## config.mk

```make
export PLATFORM = sky130hd
export DESIGN_NAME = riscv_div_top
export DESIGN_NICKNAME = d
export VERILOG_FILES = /design/src/common/riscv_div_pkg.sv /design/src/common/div_iter_if.sv /design/src/common/div_fin_if.sv /design/src/divider/div_ctrl.sv /design/src/divider/div_iter.sv /design/src/divider/div_result.sv /design/src/hdl/riscv_div_top.sv
export SDC_FILE = /design/constraint.sdc
export NUM_CORES = 1
export LEC_CHECK = 0
export BUFFER_PORTS_ARGS = -buffer_cell sky130_fd_sc_hd__buf_2
export CORE_MARGIN = 8
export CORE_UTILIZATION = 49
export DETAILED_ROUTE_END_ITERATION = 16
export PLACE_DENSITY_LB_ADDON = 0.12
export SLEW_MARGIN = 40
export SYNTH_ARGS = -nofsm -noshare
export SYNTH_HDL_FRONTEND = slang
export SYNTH_SLANG_ARGS = --single-unit
```

## constraint.sdc

```tcl
create_clock -name clk -period 6.9 [get_ports clk]
set_input_delay 0.69 -clock clk [delete_from_list [all_inputs] [get_ports clk]]
set_output_delay 0.69 -clock clk [all_outputs]
set_load 0.1 [all_outputs]
```

## src/common/riscv_div_pkg.sv

```systemverilog
`default_nettype none

package riscv_div_pkg;

  ////////////////////
  // instruction fields
  ////////////////////

  // R-type OP major opcode, instr[6:2]
  localparam logic [4:0] opcode_op     = 5'b01100;

  // funct7 of the M extension
  localparam logic [6:0] funct7_muldiv = 7'b0000001;

  // funct3 of the divide group, all have bit 2 set
  localparam logic [2:0] funct3_div    = 3'b100;
  localparam logic [2:0] funct3_divu   = 3'b101;
  localparam logic [2:0] funct3_rem    = 3'b110;
  localparam logic [2:0] funct3_remu   = 3'b111;

  ////////////////////
  // types
  ////////////////////

  // decoded divide operation, held for the result stage
  typedef enum logic [1:0] {
    OP_DIV  = 2'b00,
    OP_DIVU = 2'b01,
    OP_REM  = 2'b10,
    OP_REMU = 2'b11
  } div_op_e;

  // controller FSM
  typedef enum logic [1:0] {
    ST_CHK = 2'b00, // idle, exception check
    ST_DIV = 2'b01, // iterating
    ST_RES = 2'b10  // result handoff
  } div_state_e;

endpackage

`default_nettype wire

```

## src/common/div_iter_if.sv

```systemverilog
`default_nettype none

// controller -> iteration unit -> result stage
interface div_iter_if #(
  parameter int XLEN = 32
);

  logic            load;         // one cycle, starts a division
  logic [XLEN-1:0] dividend_mag; // |dividend|
  logic [XLEN-1:0] divisor_mag;  // |divisor|
  logic [XLEN-1:0] quotient;     // magnitude
  logic [XLEN-1:0] remainder;    // magnitude

  modport ctrl (
    output load, dividend_mag, divisor_mag
  );

  modport iter (
    input  load, dividend_mag, divisor_mag,
    output quotient, remainder
  );

  modport result (
    input quotient, remainder
  );

endinterface

`default_nettype wire

```

## src/common/div_fin_if.sv

```systemverilog
`default_nettype none

// early results and finish info, controller -> result stage
interface div_fin_if #(
  parameter int XLEN = 32
);

  logic                   early_valid; // exception result this cycle
  logic [XLEN-1:0]        early_value;
  logic                   finish;      // iteration done, take q or s
  riscv_div_pkg::div_op_e op;          // held op of the running division
  logic                   neg_q;       // negate quotient
  logic                   neg_s;       // negate remainder

  modport ctrl (
    output early_valid, early_value, finish, op, neg_q, neg_s
  );

  modport result (
    input early_valid, early_value, finish, op, neg_q, neg_s
  );

endinterface

`default_nettype wire

```

## src/divider/div_ctrl.sv

```systemverilog
`default_nettype none

module div_ctrl #(
  parameter int XLEN = 32
)
(
  input  logic            clk,
  input  logic            rstn,

  input  logic            id_bubble,
  input  logic [31:0]     id_instr,
  input  logic [XLEN-1:0] op_a,      // dividend
  input  logic [XLEN-1:0] op_b,      // divisor

  output logic            div_stall,

  div_iter_if.ctrl        iter_bus,
  div_fin_if.ctrl         fin_bus
);

  localparam int CW = (XLEN > 1) ? $clog2(XLEN) : 1;

  // most negative signed value
  localparam logic [XLEN-1:0] MIN_NEG = {1'b1, {XLEN-1{1'b0}}};

  ////////////////////
  // decode
  ////////////////////

  logic                   is_divop;  // one of DIV/DIVU/REM/REMU
  riscv_div_pkg::div_op_e op_dec;
  logic                   is_signed;
  logic                   is_quot;   // DIV or DIVU
  logic                   div_zero;
  logic                   sgn_ovf;
  logic                   accept;
  logic                   exc;

  riscv_div_pkg::div_state_e state;
  logic [CW-1:0]             cnt;

  always_comb
  begin
    op_dec = riscv_div_pkg::OP_DIV;
    case (id_instr[14:12])
      riscv_div_pkg::funct3_div:  op_dec = riscv_div_pkg::OP_DIV;
      riscv_div_pkg::funct3_divu: op_dec = riscv_div_pkg::OP_DIVU;
      riscv_div_pkg::funct3_rem:  op_dec = riscv_div_pkg::OP_REM;
      riscv_div_pkg::funct3_remu: op_dec = riscv_div_pkg::OP_REMU;
      default:                    op_dec = riscv_div_pkg::OP_DIV;
    endcase
  end

  // MUL group shares funct7/opcode, funct3[2] splits it off
  assign is_divop = (id_instr[31:25] == riscv_div_pkg::funct7_muldiv) &&
                    (id_instr[6:2]   == riscv_div_pkg::opcode_op)     &&
                    id_instr[14];

  assign is_signed = (op_dec == riscv_div_pkg::OP_DIV) || (op_dec == riscv_div_pkg::OP_REM);
  assign is_quot   = (op_dec == riscv_div_pkg::OP_DIV) || (op_dec == riscv_div_pkg::OP_DIVU);

  ////////////////////
  // exception check
  ////////////////////

  assign div_zero = ~|op_b;
  assign sgn_ovf  = is_signed && (op_a == MIN_NEG) && (&op_b); // -2^(XLEN-1) / -1

  assign accept = (state == riscv_div_pkg::ST_CHK) && !id_bubble && is_divop;
  assign exc    = div_zero || sgn_ovf;

  assign fin_bus.early_valid = accept && exc;
  assign iter_bus.load       = accept && !exc; // normal path

  always_comb
  begin
    if (div_zero)
      fin_bus.early_value = is_quot ? {XLEN{1'b1}} : op_a; // q = -1 / 2^XLEN-1, s = dividend
    else
      fin_bus.early_value = is_quot ? MIN_NEG : '0;        // overflow: q = dividend, s = 0
  end

  // operand magnitudes, unsigned ops pass through
  assign iter_bus.dividend_mag = (is_signed && op_a[XLEN-1]) ? -op_a : op_a;
  assign iter_bus.divisor_mag  = (is_signed && op_b[XLEN-1]) ? -op_b : op_b;

  ////////////////////
  // fsm and counter
  ////////////////////

  always_ff @(posedge clk or negedge rstn)
  begin
    if (!rstn)
    begin
      state     <= riscv_div_pkg::ST_CHK;
      cnt       <= '0;
      div_stall <= 1'b0;
    end
    else
    begin
      case (state)
        riscv_div_pkg::ST_CHK:
        begin
          if (iter_bus.load)
          begin
            state     <= riscv_div_pkg::ST_DIV;
            cnt       <= CW'(XLEN - 1); // XLEN steps
            div_stall <= 1'b1;
          end
        end

        riscv_div_pkg::ST_DIV:
        begin
          cnt <= cnt - 1'b1;
          if (cnt == '0)
            state <= riscv_div_pkg::ST_RES; // last step taken
        end

        riscv_div_pkg::ST_RES:
        begin
          state     <= riscv_div_pkg::ST_CHK;
          div_stall <= 1'b0; // drops together with the result
        end

        default:
        begin
          state     <= riscv_div_pkg::ST_CHK;
          div_stall <= 1'b0;
        end
      endcase
    end
  end

  assign fin_bus.finish = (state == riscv_div_pkg::ST_RES);

  // op and sign flags, held from load until finish
  always_ff @(posedge clk or negedge rstn)
  begin
    if (!rstn)
    begin
      fin_bus.op    <= riscv_div_pkg::OP_DIV;
      fin_bus.neg_q <= 1'b0;
      fin_bus.neg_s <= 1'b0;
    end
    else if (iter_bus.load)
    begin
      fin_bus.op    <= op_dec;
      fin_bus.neg_q <= is_signed && (op_a[XLEN-1] ^ op_b[XLEN-1]);
      fin_bus.neg_s <= is_signed && op_a[XLEN-1]; // remainder follows dividend
    end
  end

endmodule

`default_nettype wire

```

## src/divider/div_iter.sv

```systemverilog
`default_nettype none

module div_iter #(
  parameter int XLEN = 32
)
(
  input  logic      clk,
  input  logic      rstn,

  div_iter_if.iter  iter_bus
);

  // partial remainder / quotient pair, shifted as one word
  typedef union packed {
    logic [2*XLEN-1:0] word;
    struct packed {
      logic [XLEN-1:0] p; // partial remainder
      logic [XLEN-1:0] a; // dividend in, quotient out
    } half;
  } div_pa_u;

  div_pa_u         pa;
  div_pa_u         pa_sh;     // pa << 1
  logic [XLEN-1:0] b;         // divisor magnitude
  logic [XLEN:0]   p_minus_b; // msb set -> negative, restore

  assign pa_sh.word = pa.word << 1;

  // keep the bit shifted out of p, else large unsigned divisors break
  assign p_minus_b = {pa.half.p[XLEN-1], pa_sh.half.p} - {1'b0, b};

  ////////////////////
  // restoring step
  ////////////////////

  always_ff @(posedge clk or negedge rstn)
  begin
    if (!rstn)
    begin
      pa.word <= '0;
      b       <= '0;
    end
    else if (iter_bus.load)
    begin
      pa.half.p <= '0;
      pa.half.a <= iter_bus.dividend_mag;
      b         <= iter_bus.divisor_mag;
    end
    else if (p_minus_b[XLEN])
    begin
      pa <= pa_sh; // restore, q bit 0 already shifted in
    end
    else
    begin
      pa.half.p <= p_minus_b[XLEN-1:0];                 // keep difference
      pa.half.a <= {pa_sh.half.a[XLEN-1:1], 1'b1};      // q bit 1
    end
  end

  assign iter_bus.quotient  = pa.half.a;
  assign iter_bus.remainder = pa.half.p;

endmodule

`default_nettype wire

```

## src/divider/div_result.sv

```systemverilog
`default_nettype none

module div_result #(
  parameter int XLEN = 32
)
(
  input  logic            clk,
  input  logic            rstn,

  output logic            div_bubble,
  output logic [XLEN-1:0] div_r,

  div_iter_if.result      iter_bus,
  div_fin_if.result       fin_bus
);

  logic [XLEN-1:0] res_q;   // signed-fixed quotient
  logic [XLEN-1:0] res_s;   // signed-fixed remainder
  logic [XLEN-1:0] res_sel;

  ////////////////////
  // sign fixup
  ////////////////////

  assign res_q = fin_bus.neg_q ? -iter_bus.quotient  : iter_bus.quotient;
  assign res_s = fin_bus.neg_s ? -iter_bus.remainder : iter_bus.remainder;

  always_comb
  begin
    case (fin_bus.op)
      riscv_div_pkg::OP_DIV,
      riscv_div_pkg::OP_DIVU: res_sel = res_q;
      default:                res_sel = res_s; // REM, REMU
    endcase
  end

  // result word
  always_ff @(posedge clk)
  begin
    if (fin_bus.early_valid)
      div_r <= fin_bus.early_value;
    else if (fin_bus.finish)
      div_r <= res_sel;
  end

  // valid for one cycle after either pulse
  always_ff @(posedge clk or negedge rstn)
  begin
    if (!rstn)
      div_bubble <= 1'b1;
    else
      div_bubble <= ~(fin_bus.early_valid | fin_bus.finish);
  end

endmodule

`default_nettype wire

```

## src/hdl/riscv_div_top.sv

```systemverilog
`default_nettype none

module riscv_div_top #(
  parameter int XLEN = 32
)
(
  input  logic            clk,
  input  logic            rstn,

  // from decode
  input  logic            id_bubble,
  input  logic [31:0]     id_instr,
  input  logic [XLEN-1:0] op_a,
  input  logic [XLEN-1:0] op_b,

  output logic            div_stall,  // hold upstream while high

  // to writeback
  output logic            div_bubble,
  output logic [XLEN-1:0] div_r
);

  div_iter_if #(.XLEN(XLEN)) iter_bus ();
  div_fin_if  #(.XLEN(XLEN)) fin_bus ();

  // decode, exceptions, fsm
  div_ctrl #(.XLEN(XLEN)) u_ctrl (
    .clk       (clk),
    .rstn      (rstn),
    .id_bubble (id_bubble),
    .id_instr  (id_instr),
    .op_a      (op_a),
    .op_b      (op_b),
    .div_stall (div_stall),
    .iter_bus  (iter_bus.ctrl),
    .fin_bus   (fin_bus.ctrl)
  );

  // bit-serial core
  div_iter #(.XLEN(XLEN)) u_iter (
    .clk      (clk),
    .rstn     (rstn),
    .iter_bus (iter_bus.iter)
  );

  // sign fixup and output regs
  div_result #(.XLEN(XLEN)) u_result (
    .clk        (clk),
    .rstn       (rstn),
    .div_bubble (div_bubble),
    .div_r      (div_r),
    .iter_bus   (iter_bus.result),
    .fin_bus    (fin_bus.result)
  );

endmodule

`default_nettype wire

```

==> metrics.yaml, run 1 <==
grt:
  grt_use_met2_pct: 35.4
  busiest_layer: "met2"
  antenna_found_initial: 0
  grtUsageMet3_pct: 3.83
  use_met1_pct: 29.5
  grt_max_degree: 83
  grt_pass1_wl_um: 46900
  grt_pass1_vias: 9137
  track_usage_pct: 21.8
  grt_overflow: 0
final_layout:
  final_layout_size_suffix_gt1_share_pct: 12.7
  multi_input_area_um2: 6510
  nFillCells: 2081
  diodes: 0
  nets: 1525
  final_cells: 1679
  ff_latch_area_um2: 3670
  stdcell_area_um2: 12000
  syn2layout_area_growth_pct: 12.6
power_and_ir_drop:
  irDropWorstVdd_uv: 173
  power_uw: 4140
  p_leak_uw: 0.00502
  powerDensity_nw_per_um2: 345
timing:
  period_minus_slack_ns: 3.66
  setup_tns_ns: 0
  finalClockSkew_ns: 0.0114
  max_freq_mhz: 273
  finalHoldViolCount: 0
  period_share_pct: 53.1
  rsz0062_at_grt: "false"
  finalSetupViolCount: 0
  tightest_slew_ns: 0.851
  slew_viol_final: 0
  relSlewSlack_pct: 43.3
place:
  io_buffers: 115
  dp_cells: 1647
  gp_congestion: 0.887
  dpl_cell_area_um2: 11400
  hpwl_um: 22000
clock_network:
  cts.clk_slew.worst_paths_ns: 0.06
  clkSinkCount: 140
  cts_tree: "yes"
  cts_hold_buf: 0
  clockRootBuffer: "clkbuf_16"
  cts_buffer_depth: 2
  h-tree-depth: 4
  clk_latency_ns: 0.43
  cts_setup_buffers: 0
  cts_resized: 0
  cts_buffers: 17
drt:
  firstDrtPassIters: 5
  drc: 0
  wl_per_cell_um: 17.3
  vias: 9609
  postRouteAntennaNets: 0
  drt_iter0_drc: 634
  drt_wl_total_um: 29100
  detail_route.vias_per_cell: 5.72
synthesis:
  synth_nets: 1449
  synth-edff-count: 32
  ys_seq_area_share_pct: 34.4
  synthFlopType: "dfrtp_1"
  ys_seq_elements: 140
  syn_area_um2: 10700
  avgSynthCellArea_um2: 8.14
  synth.distinct_cells: 71
  synthCells: 1310
  ys_warn_count: 0
  async_flop_share_pct: 77.1
floorplanning:
  die_w_um: 164
  dieHeight_um: 164
  dieArea_um2: 26700
  core-area_um2: 21600
  ios: 133
  rows: 54
  initial_core_util_pct: 49.3
worst_setup_path:
  cp-start-kind: "flip-flop"
  crit_chain: "inv_1 > ha_1 > fa_1 > nor2b_1 > o2111a_1 > o21a_1 > nor3_1 > o211ai_1 > o211ai_4 > buf_4 > o2111ai_1 > a21oi_1"
  slowest_delay_ns: 0.57
  crit_required_ns: 7.24
  path_class: "reg -> reg"
  critPathCaptureType: "flip-flop"
  cpMaxStageDelayCell: "nor3_1"
  critPathBufInv: 2
  path_max_fanout: 35
  worst_ep_arrival_time_ns: 4.00
  crit_family: "compound AO/OA/AOI/OAI gates"
min_path:
  hold_path_class: "in -> async"
run_status:
  status: "completed"
job:
  drv_cap: 0
[cells in the mapped netlist (11+ instances only)]
master | count | share of area [%]
dfrtp_1 | 107 | 25
and3_1 | 13 | 0.76
nor4_1 | 19 | 1.1
nand3_1 | 20 | 0.94
or3_1 | 15 | 0.88
nand4_1 | 14 | 0.82
edfxtp_1 | 32 | 9.0
a211oi_1 | 16 | 1.1
nor2_1 | 129 | 4.5
or4_1 | 11 | 0.77
o211ai_1 | 27 | 1.9
nor3_1 | 25 | 1.2
a21o_1 | 22 | 1.5
xnor2_1 | 64 | 5.3
inv_1 | 61 | 2.1
xor2_1 | 81 | 6.7
mux2i_1 | 23 | 2.2
nand2_1 | 160 | 5.6
o31ai_1 | 21 | 1.5
clkbuf_1 | 48 | 1.7
o21ai_0 | 160 | 7.5
ha_1 | 39 | 4.6
a21oi_1 | 71 | 3.3
[worst paths after layout]
check                                    from             to  slack, ns  depth (start not counted)
worst min-delay path                     rstn  u_iter.pa[10]       0.28                          1
worst max-delay path            u_iter.pa[31]  u_iter.pa[53]       3.24                         12
worst max register to register  u_iter.pa[31]  u_iter.pa[53]       3.24                         12
worst min register to register   u_iter.b[24]   u_iter.b[24]       0.48                          2
min in group clk                 u_iter.b[24]   u_iter.b[24]       0.48                          2
max in group asynchronous                rstn   u_iter.b[24]       5.64                          2
[where the power goes]
| group | internal, µW | switching (µW) |
|---|---|---|
| clock network | 542 | 375 |
| registers | 1090 | 346 |
| logic | 781 | 1010 |
| total | 2410 | 1730 |
[layer usage]
layer  share of wire (%)  vias to the layer above  routed length (µm)
li1                    -                     4819                   -
met1                  46                     4490               13500
met2                  46                      278               13500
met3                 6.2                       22                1810
met4                0.98                        0                 284
met5                   0                        -                   0
[cells in the final DEF (no fill, tap or decap), types with 7 or more instances in the layout]
cell type,synthesis,final
o41ai_1,10,10
dfrtp_1,107,106
nand2_1,160,160
nand4_1,14,14
nor2_1,129,128
inv_1,61,61
clkbuf_16,0,19
nor2b_1,7,7
o21ai_0,160,159
and3_1,13,13
mux2i_1,23,23
xnor2_1,64,64
nor3_1,25,25
o211ai_1,27,27
a31oi_1,10,10
a21o_1,22,22
and2_1,9,9
buf_4,3,9
a211oi_1,16,16
or3_1,15,15
buf_2,9,114
a21oi_1,71,71
ha_1,39,39
o31ai_1,21,21
nand3_1,20,20
nor4_1,19,19
or4_1,11,11
xor2_1,81,81
edfxtp_1,32,32
[area by class of cell]
cell class              instances  area share [%]
multi-input cells            1040            54.2
flip-flops and latches        140            30.5
repair buffers                125            5.53
clock buffers                  21            4.02
well taps                     280            2.92
inverters                      62            1.94
clock inverters                11           0.885
[stage by stage]
| stage | worst slack [ns] | hold slack (ns) | util (%) |
|---|---|---|---|
| final | 3.24 | 0.281 | 55.6 |
| after floorplan | 2.96 | 0.394 | - |
| after global routing | 2.97 | 0.331 | 55.6 |
| after global placement | 2.76 | 0.461 | 52.7 |
| after detailed placement | 2.68 | 0.472 | 52.8 |
| after CTS | 3.12 | 0.295 | 55.5 |
[cells by family (layout without fill, tap and decap cells)]
group | Yosys count | after routing | synth area share [%]
AO/OA/AOI/OAI | 380 | 380 | 22.0
multiplexers | 24 | 24 | 2.26
AND/OR/NAND/NOR | 451 | 451 | 19.8
adder cells (fa/ha/maj) | 40 | 40 | 4.76
XOR/XNOR | 145 | 145 | 11.9
flip-flops | 140 | 140 | 34.4
buffers and inverters | 130 | 219 | 4.96
[flip-flops by register name (all words and copies together) (netlist names)]
signal / cells
u_ctrl.fin_bus.neg_q: 1
u_ctrl.div_stall: 1
u_ctrl.cnt: 5
u_ctrl.fin_bus.op: 1
u_iter.pa: 64
u_ctrl.state: 2
u_iter.b: 32
u_result.div_r: 32
u_result.div_bubble: 1
u_ctrl.fin_bus.neg_s: 1
(Power assumes the default switching activity.)
==> run 2, diff against run 1 <==
Settings changed: ABC_AREA set to 1.
Clock period 6.9 ns to 3.07 ns, I/O delays scaled along.
==> metrics.yaml, run 2 <==
run_status:
  status: "completed"
clock_network:
  cts_buffers: 17  # unchanged
  cts_setup_buffers: 0  # unchanged
  cts_tree: "yes"
  clockRootBuffer: "clkbuf_16"
  cts.clk_slew.worst_paths_ns: 0.07  # about the same
  h-tree-depth: 4  # unchanged
  clk_latency_ns: 0.43  # about the same
  cts_resized: 0  # unchanged
  cts_buffer_depth: 2  # unchanged
  clkSinkCount: 140  # unchanged
timing:
  slew_viol_final: 0  # unchanged
  setup_tns_ns: 0  # unchanged
  tightest_slew_ns: 0.649  # -0.202 ns
  finalHoldViolCount: 0  # unchanged
  finalClockSkew_ns: 0.0131  # +0.00166 ns
  layout_setup_ws_ns: 0.356  # -2.88 ns
  relSlewSlack_pct: 56.7  # +13 points
  period_minus_slack_ns: 2.71  # -0.949 ns
  period_share_pct: 88.4  # +35 points
  finalSetupViolCount: 0  # unchanged
  rsz0062_at_grt: "false"
  max_freq_mhz: 368  # +35%
synthesis:
  syn_area_um2: 12500  # +17%
  synth_nets: 2187  # +51%
  synth_commonest_cells: "672 x nand2_1, 285 x inv_1, 252 x nor2_1"
  async_flop_share_pct: 77.1  # unchanged
  synth.most_common_cell: "nand2_1"
  synthFlopType: "dfrtp_1"
  synth-edff-count: 32  # unchanged
  synthCells: 2048  # +56%
  synth.distinct_cells: 46  # -35%
  avgSynthCellArea_um2: 6.11  # -25%
  synth_top_area_cell: "dfrtp_1"
  synth_area_leaders: "dfrtp_1 21%, nand2_1 20%, inv_1 8.5%, edfxtp_1 7.7%, nor2_1 7.6%"
  ys_seq_elements: 140  # unchanged
  ys_warn_count: 0  # unchanged
  ys_seq_area_share_pct: 29.3  # -5.1 points
  yosysTopAreaCellShare_pct: 21.4  # -3.7 points
final_layout:
  ff_latch_area_um2: 3660  # -0.10%
  final_common_cell: "nand2_1"
  layout_common_cells: "671 x nand2_1, 285 x inv_1, 252 x nor2_1"
  nFillCells: 2676  # +29%
  multi_input_area_um2: 7450  # +15%
  nets: 2288  # +50%
  largest_reg_flops: 64  # unchanged
  largest-register: "u_iter.pa"
  diodes: 0  # unchanged
  syn2layout_area_growth_pct: 12.0
  final_layout_size_suffix_gt1_share_pct: 9.34  # -3.3 points
  largestRegisters: "u_iter.pa: 64 flops, u_iter.b: 32 flops, u_result.div_r: 32 flops"
power_and_ir_drop:
  p_leak_uw: 0.00749  # +49%
  powerDensity_nw_per_um2: 786  # +130%
  irDropWorstVdd_uv: 358  # +110%
floorplanning:
  core-area_um2: 25100  # +16%
  dieArea_um2: 30900  # +16%
  die_w_um: 176  # +7.5%
  initial_core_util_pct: 49.9  # +0.53 points
  rows: 58  # +7.4%
  dieHeight_um: 176  # +7.5%
  ios: 133  # unchanged
worst_setup_path:
  path_class: "reg -> reg"
  crit_required_ns: 3.43  # -3.81 ns
  critPathCaptureType: "flip-flop"
  crit_start: "u_iter.pa[31]"
  worst_ep_arrival_time_ns: 3.07  # -0.93 ns
  path_max_fanout: 16  # -54%
  r2r_start: "u_iter.pa[31]"
  cp-start-kind: "flip-flop"
grt:
  antenna_found_initial: 1  # +1
  grt_pass1_vias: 12400  # +36%
  grt_pass1_wl_um: 63800  # +36%
  track_usage_pct: 25.7  # +3.9 points
  grt_overflow: 0  # unchanged
  grt_max_degree: 105  # +27%
min_path:
  hold_path.startpoint: "op_a[1]"
  hold_path_class: "in -> reg"
drt:
  wl_per_cell_um: 16.1  # -7.2%
  drt_wl_total_um: 40000  # +38%
  drt_iter0_drc: 1312  # +110%
  firstDrtPassIters: 6  # +1
  postRouteAntennaNets: 0  # unchanged
  drc: 0  # unchanged
  vias: 13200  # +38%
  detail_route.vias_per_cell: 5.32  # -7.1%
place:
  place_ws_ns: 0.398  # -2.28 ns
  io_buffers: 115  # unchanged
  gp_congestion: 0.944  # +6.4%
  hpwl_um: 32400  # +47%
job:
  drv_cap: 0  # unchanged
-- run 2: final timing paths --
check | to | slack (ns) | depth (start not counted)
worst max-delay path | u_iter.pa[34] | 0.36 | 17
max in group asynchronous | u_iter.pa[34] | 2.07 | 3
min in group asynchronous | u_iter.pa[55] | 0.22 | 2
worst min register to register | u_iter.b[7] | 0.48 | 2
worst max register to register | u_iter.pa[34] | 0.36 | 17
worst min-delay path | u_result.div_r[1] | 0.18 | 3
-- run 2: cells by family after synthesis --
group                    Yosys count  share of synthesized area, %
AO/OA/AOI/OAI                    261                          10.8
XOR/XNOR                          63                          4.41
adder cells (fa/ha/maj)           40                          4.06
buffers and inverters            346                          11.4
flip-flops                       140                          29.3
AND/OR/NAND/NOR                 1198                          40.1
-- run 2: where the power goes --
part           internal, µW  total [µW]  switching (µW)  leakage (µW)
Combinational          2080        5960            3880       0.00558
Sequential             2400        2970             564       0.00162
Clock                  1150        2100             949      0.000290
-- run 2: metal layers --
layer / global-route usage (%) / vias to the layer above / routed length, µm
met5: 0 / - / 13
met4: 5.79 / 2 / 509
met3: 4.08 / 42 / 2290
met2: 43.1 / 396 / 19000
met1: 34.2 / 6099 / 18200
li1: - / 6710 / -
-- run 2: final cells by class --
cell class                      instances  area share (%)
Clock buffer                           17            3.04
Clock inverter                         15            1.11
Inverter                              292            7.82
Multi-Input combinational cell       1562            53.2
Sequential cell                       140            26.1
Tap cell                              330            2.95
Timing Repair Buffer                  136            5.77
-- run 2: worst max-delay path, stage by stage, from the launching register on --
cell	delay [ns]
dfrtp_1	0.35
inv_1	0.08
ha_1	0.26
fa_1	0.42
inv_1	0.12
nand2_1	0.06
nand2_1	0.08
nand3_1	0.07
nand2_1	0.12
nand2_1	0.08
nand2_2	0.09
nand2_1	0.10
nand2_1	0.11
nand2_2	0.20
buf_4	0.25
nand3_1	0.09
nand2_1	0.06
nor2_1	0.08
-- run 2: through the flow --
stage	cell area (µm²)	power, µW	hold slack, ns	util [%]	instances
3_3_place_gp	13400	8790	0.122	53.4	2458
2_1_floorplan	12500	7180	0.0114	-	2048
6_report	14000	11000	0.182	55.8	2492
4_1_cts	14000	11000	0.165	55.8	2492
5_1_grt	14000	12000	0.199	55.8	2492
3_5_place_dp	13400	8880	0.123	53.5	2459
-- run 2: repair_timing --
action | CTS | global route
endpoints found under the setup margin | 0 | 0
hold buffers | 1 | 0
hold endpoints to repair | 4 | 0
==> run 3, diff against run 2 <==
Settings changed: CORE_UTILIZATION 49 to 45.
==> metrics.yaml, run 3 (same netlist as run 2, synthesis figures left out) <==
run_status:
  status: "completed"
power_and_ir_drop:
  p_leak_uw: 0.00749  # about the same
  irDropWorstVdd_uv: 417  # +17%
  powerDensity_nw_per_um2: 780  # -0.80%
  power_uw: 11000  # -0.26%
worst_setup_path:
  critPathBufInv: 3  # unchanged
  r2r_cells: 16  # -1
  critPathCaptureType: "flip-flop"
  path_class: "reg -> reg"
  crit_required_ns: 3.39  # -0.04 ns
  path_max_fanout: 14  # -2
  crit_family: "simple AND/OR/NAND/NOR gates"
  cpMaxStageDelayCell: "fa_1"
  rrSetupSlack_ns: 0.30  # -0.06 ns
  cp-start-kind: "flip-flop"
  slowest_delay_ns: 0.43  # about the same
  worst_ep_arrival_time_ns: 3.09  # +0.02 ns
  worstReg2RegEnd: "u_iter.pa[62]"
  path_common_cell: "nand2_1"
  r2r_start: "u_iter.pa[31]"
  crit_chain: "inv_1 > ha_1 > fa_1 > inv_1 > nand2_1 > nand2_1 > nand3_1 > nand2_1 > nand2_1 > nand2_2 > nand2_1 > nand3_1 > buf_4 > nand3_1 > nand2_1 > nor2_1"
floorplanning:
  dieHeight_um: 183  # +4.0%
  core-area_um2: 27600  # +9.7%
  ios: 133  # unchanged
  die_w_um: 183  # +4.0%
  rows: 61  # +5.2%
  initial_core_util_pct: 45.4  # -4.4 points
  dieArea_um2: 33400  # +8.1%
final_layout:
  final_layout_size_suffix_gt1_share_pct: 9.29  # -0.051 points
  final_cells: 2541  # +2.0%
  nets: 2289  # +0.044%
  diodes: 0  # unchanged
  largest_reg_flops: 64  # unchanged
  final_common_cell: "nand2_1"
  layout_common_cells: "671 x nand2_1, 285 x inv_1, 252 x nor2_1"
  largestRegisters: "u_iter.pa: 64 flops, u_iter.b: 32 flops, u_result.div_r: 32 flops"
  final_util_pct: 51.1  # -4.7 points
  largest-register: "u_iter.pa"
  syn2layout_area_growth_pct: 12.6
  stdcell_area_um2: 14100  # +0.54%
clock_network:
  clkSinkCount: 140  # unchanged
  cts.clk_slew.worst_paths_ns: 0.07  # about the same
  cts_resized: 0  # unchanged
  clk_latency_ns: 0.44  # about the same
  h-tree-depth: 4  # unchanged
  cts_setup_buffers: 0  # unchanged
  cts_buffer_depth: 2  # unchanged
  cts_tree: "yes"
  cts_hold_buf: 1  # unchanged
  cts_buffers: 17  # unchanged
  clockRootBuffer: "clkbuf_16"
timing:
  finalHoldViolCount: 0  # unchanged
  relSlewSlack_pct: 42.5  # -14 points
  max_freq_mhz: 361  # -2.1%
  finalClockSkew_ns: 0.0142  # +0.00115 ns
  finalSetupViolCount: 0  # unchanged
  rsz0062_at_grt: "false"
  period_share_pct: 90.3  # +1.9 points
  tightest_slew_ns: 0.862  # +0.213 ns
  period_minus_slack_ns: 2.77  # +0.0578 ns
  setup_tns_ns: 0  # unchanged
  slew_viol_final: 0  # unchanged
drt:
  detail_route.vias_per_cell: 5.16  # -2.9%
  postRouteAntennaNets: 0  # unchanged
  drt_wl_total_um: 40200  # +0.51%
  drc: 0  # unchanged
  firstDrtPassIters: 6  # unchanged
  drt_iter0_drc: 1092  # -17%
  vias: 13100  # -0.97%
  wl_per_cell_um: 15.8  # -1.4%
place:
  io_buffers: 115  # unchanged
  dp_cells: 2508  # +2.0%
  hpwl_um: 32700  # +1.1%
  dpl_cell_area_um2: 13500  # +0.57%
  gp_congestion: 0.930  # -1.4%
grt:
  antenna_found_initial: 1  # unchanged
  grt_pass1_wl_um: 63700  # -0.17%
  track_usage_pct: 23.9  # -1.8 points
  grt_overflow: 0  # unchanged
  grt_max_degree: 123  # +17%
  grt_pass1_vias: 12400  # -0.51%
min_path:
  whs_endpoint: "u_result.div_r[1]"
  hold_path_class: "in -> reg"
  hold_depth: 3  # unchanged
  hold_path.startpoint: "op_a[1]"
job:
  drv_cap: 0  # unchanged
[run 3: cell types whose count changed in the layout (fill, tap and decap cells not counted), sizes merged]
cell / change
clkbuf: +3
clkinv: -5
clkinvlp: +1
inv: +1
buf: +1
[run 3: power breakdown]
part	internal [µW]	switching [µW]	total, µW
clock network	1190	918	2100
registers	2400	560	2960
logic	2080	3850	5920
total	5670	5330	11000
[run 3: how the worst max path moves through the flow]
| stage | cells past startpoint | from | to | slack, ns |
|---|---|---|---|---|
| after global routing | 16 | u_iter.pa[31] | u_iter.pa[62] | 0.008 |
| after global placement | 16 | u_iter.pa[31] | u_iter.pa[54] | 0.35 |
| final | 16 | u_iter.pa[31] | u_iter.pa[62] | 0.30 |
| after CTS | 16 | u_iter.pa[31] | u_iter.pa[54] | 0.30 |
| after detailed placement | 16 | u_iter.pa[31] | u_iter.pa[54] | 0.31 |
| after floorplan | 10 | op_a[0] | u_result.div_r[0] | 0.23 |
[run 3: stage by stage]
stage / setup slack, ns / hold slack [ns]
finish: 0.298 / 0.192
global route: 0.00776 / 0.210
CTS: 0.302 / 0.184
detailed placement: 0.314 / 0.364
global placement: 0.353 / 0.466
floorplan: 0.225 / 0.0114
[run 3: cell type report]
cell class,count,area [µm²]
clock buffers,20,458
multi-input cells,1562,7450
clock inverters,12,121
fillers,2952,13500
repair buffers,137,825
well taps,378,473
inverters,292,1100
flip-flops and latches,140,3660
[run 3: routing by layer]
metal / routed length, µm / part of all wire [%] / vias up / GRT usage (%)
li1: - / - / 6705 / -
met1: 18500 / 46 / 5988 / 32.6
met2: 18700 / 47 / 383 / 39.4
met3: 2320 / 5.8 / 43 / 3.52
met4: 693 / 1.7 / 2 / 6.08
met5: 13 / 0.032 / - / 0
[run 3: worst register-to-register path, cell delays in order (launching register included)]
cell	delay, ns
dfrtp_1	0.34
inv_1	0.07
ha_1	0.26
fa_1	0.43
inv_1	0.11
nand2_1	0.05
nand2_1	0.08
nand3_1	0.07
nand2_1	0.13
nand2_1	0.08
nand2_2	0.10
nand2_1	0.09
nand3_1	0.33
buf_4	0.29
nand3_1	0.11
nand2_1	0.07
nor2_1	0.04
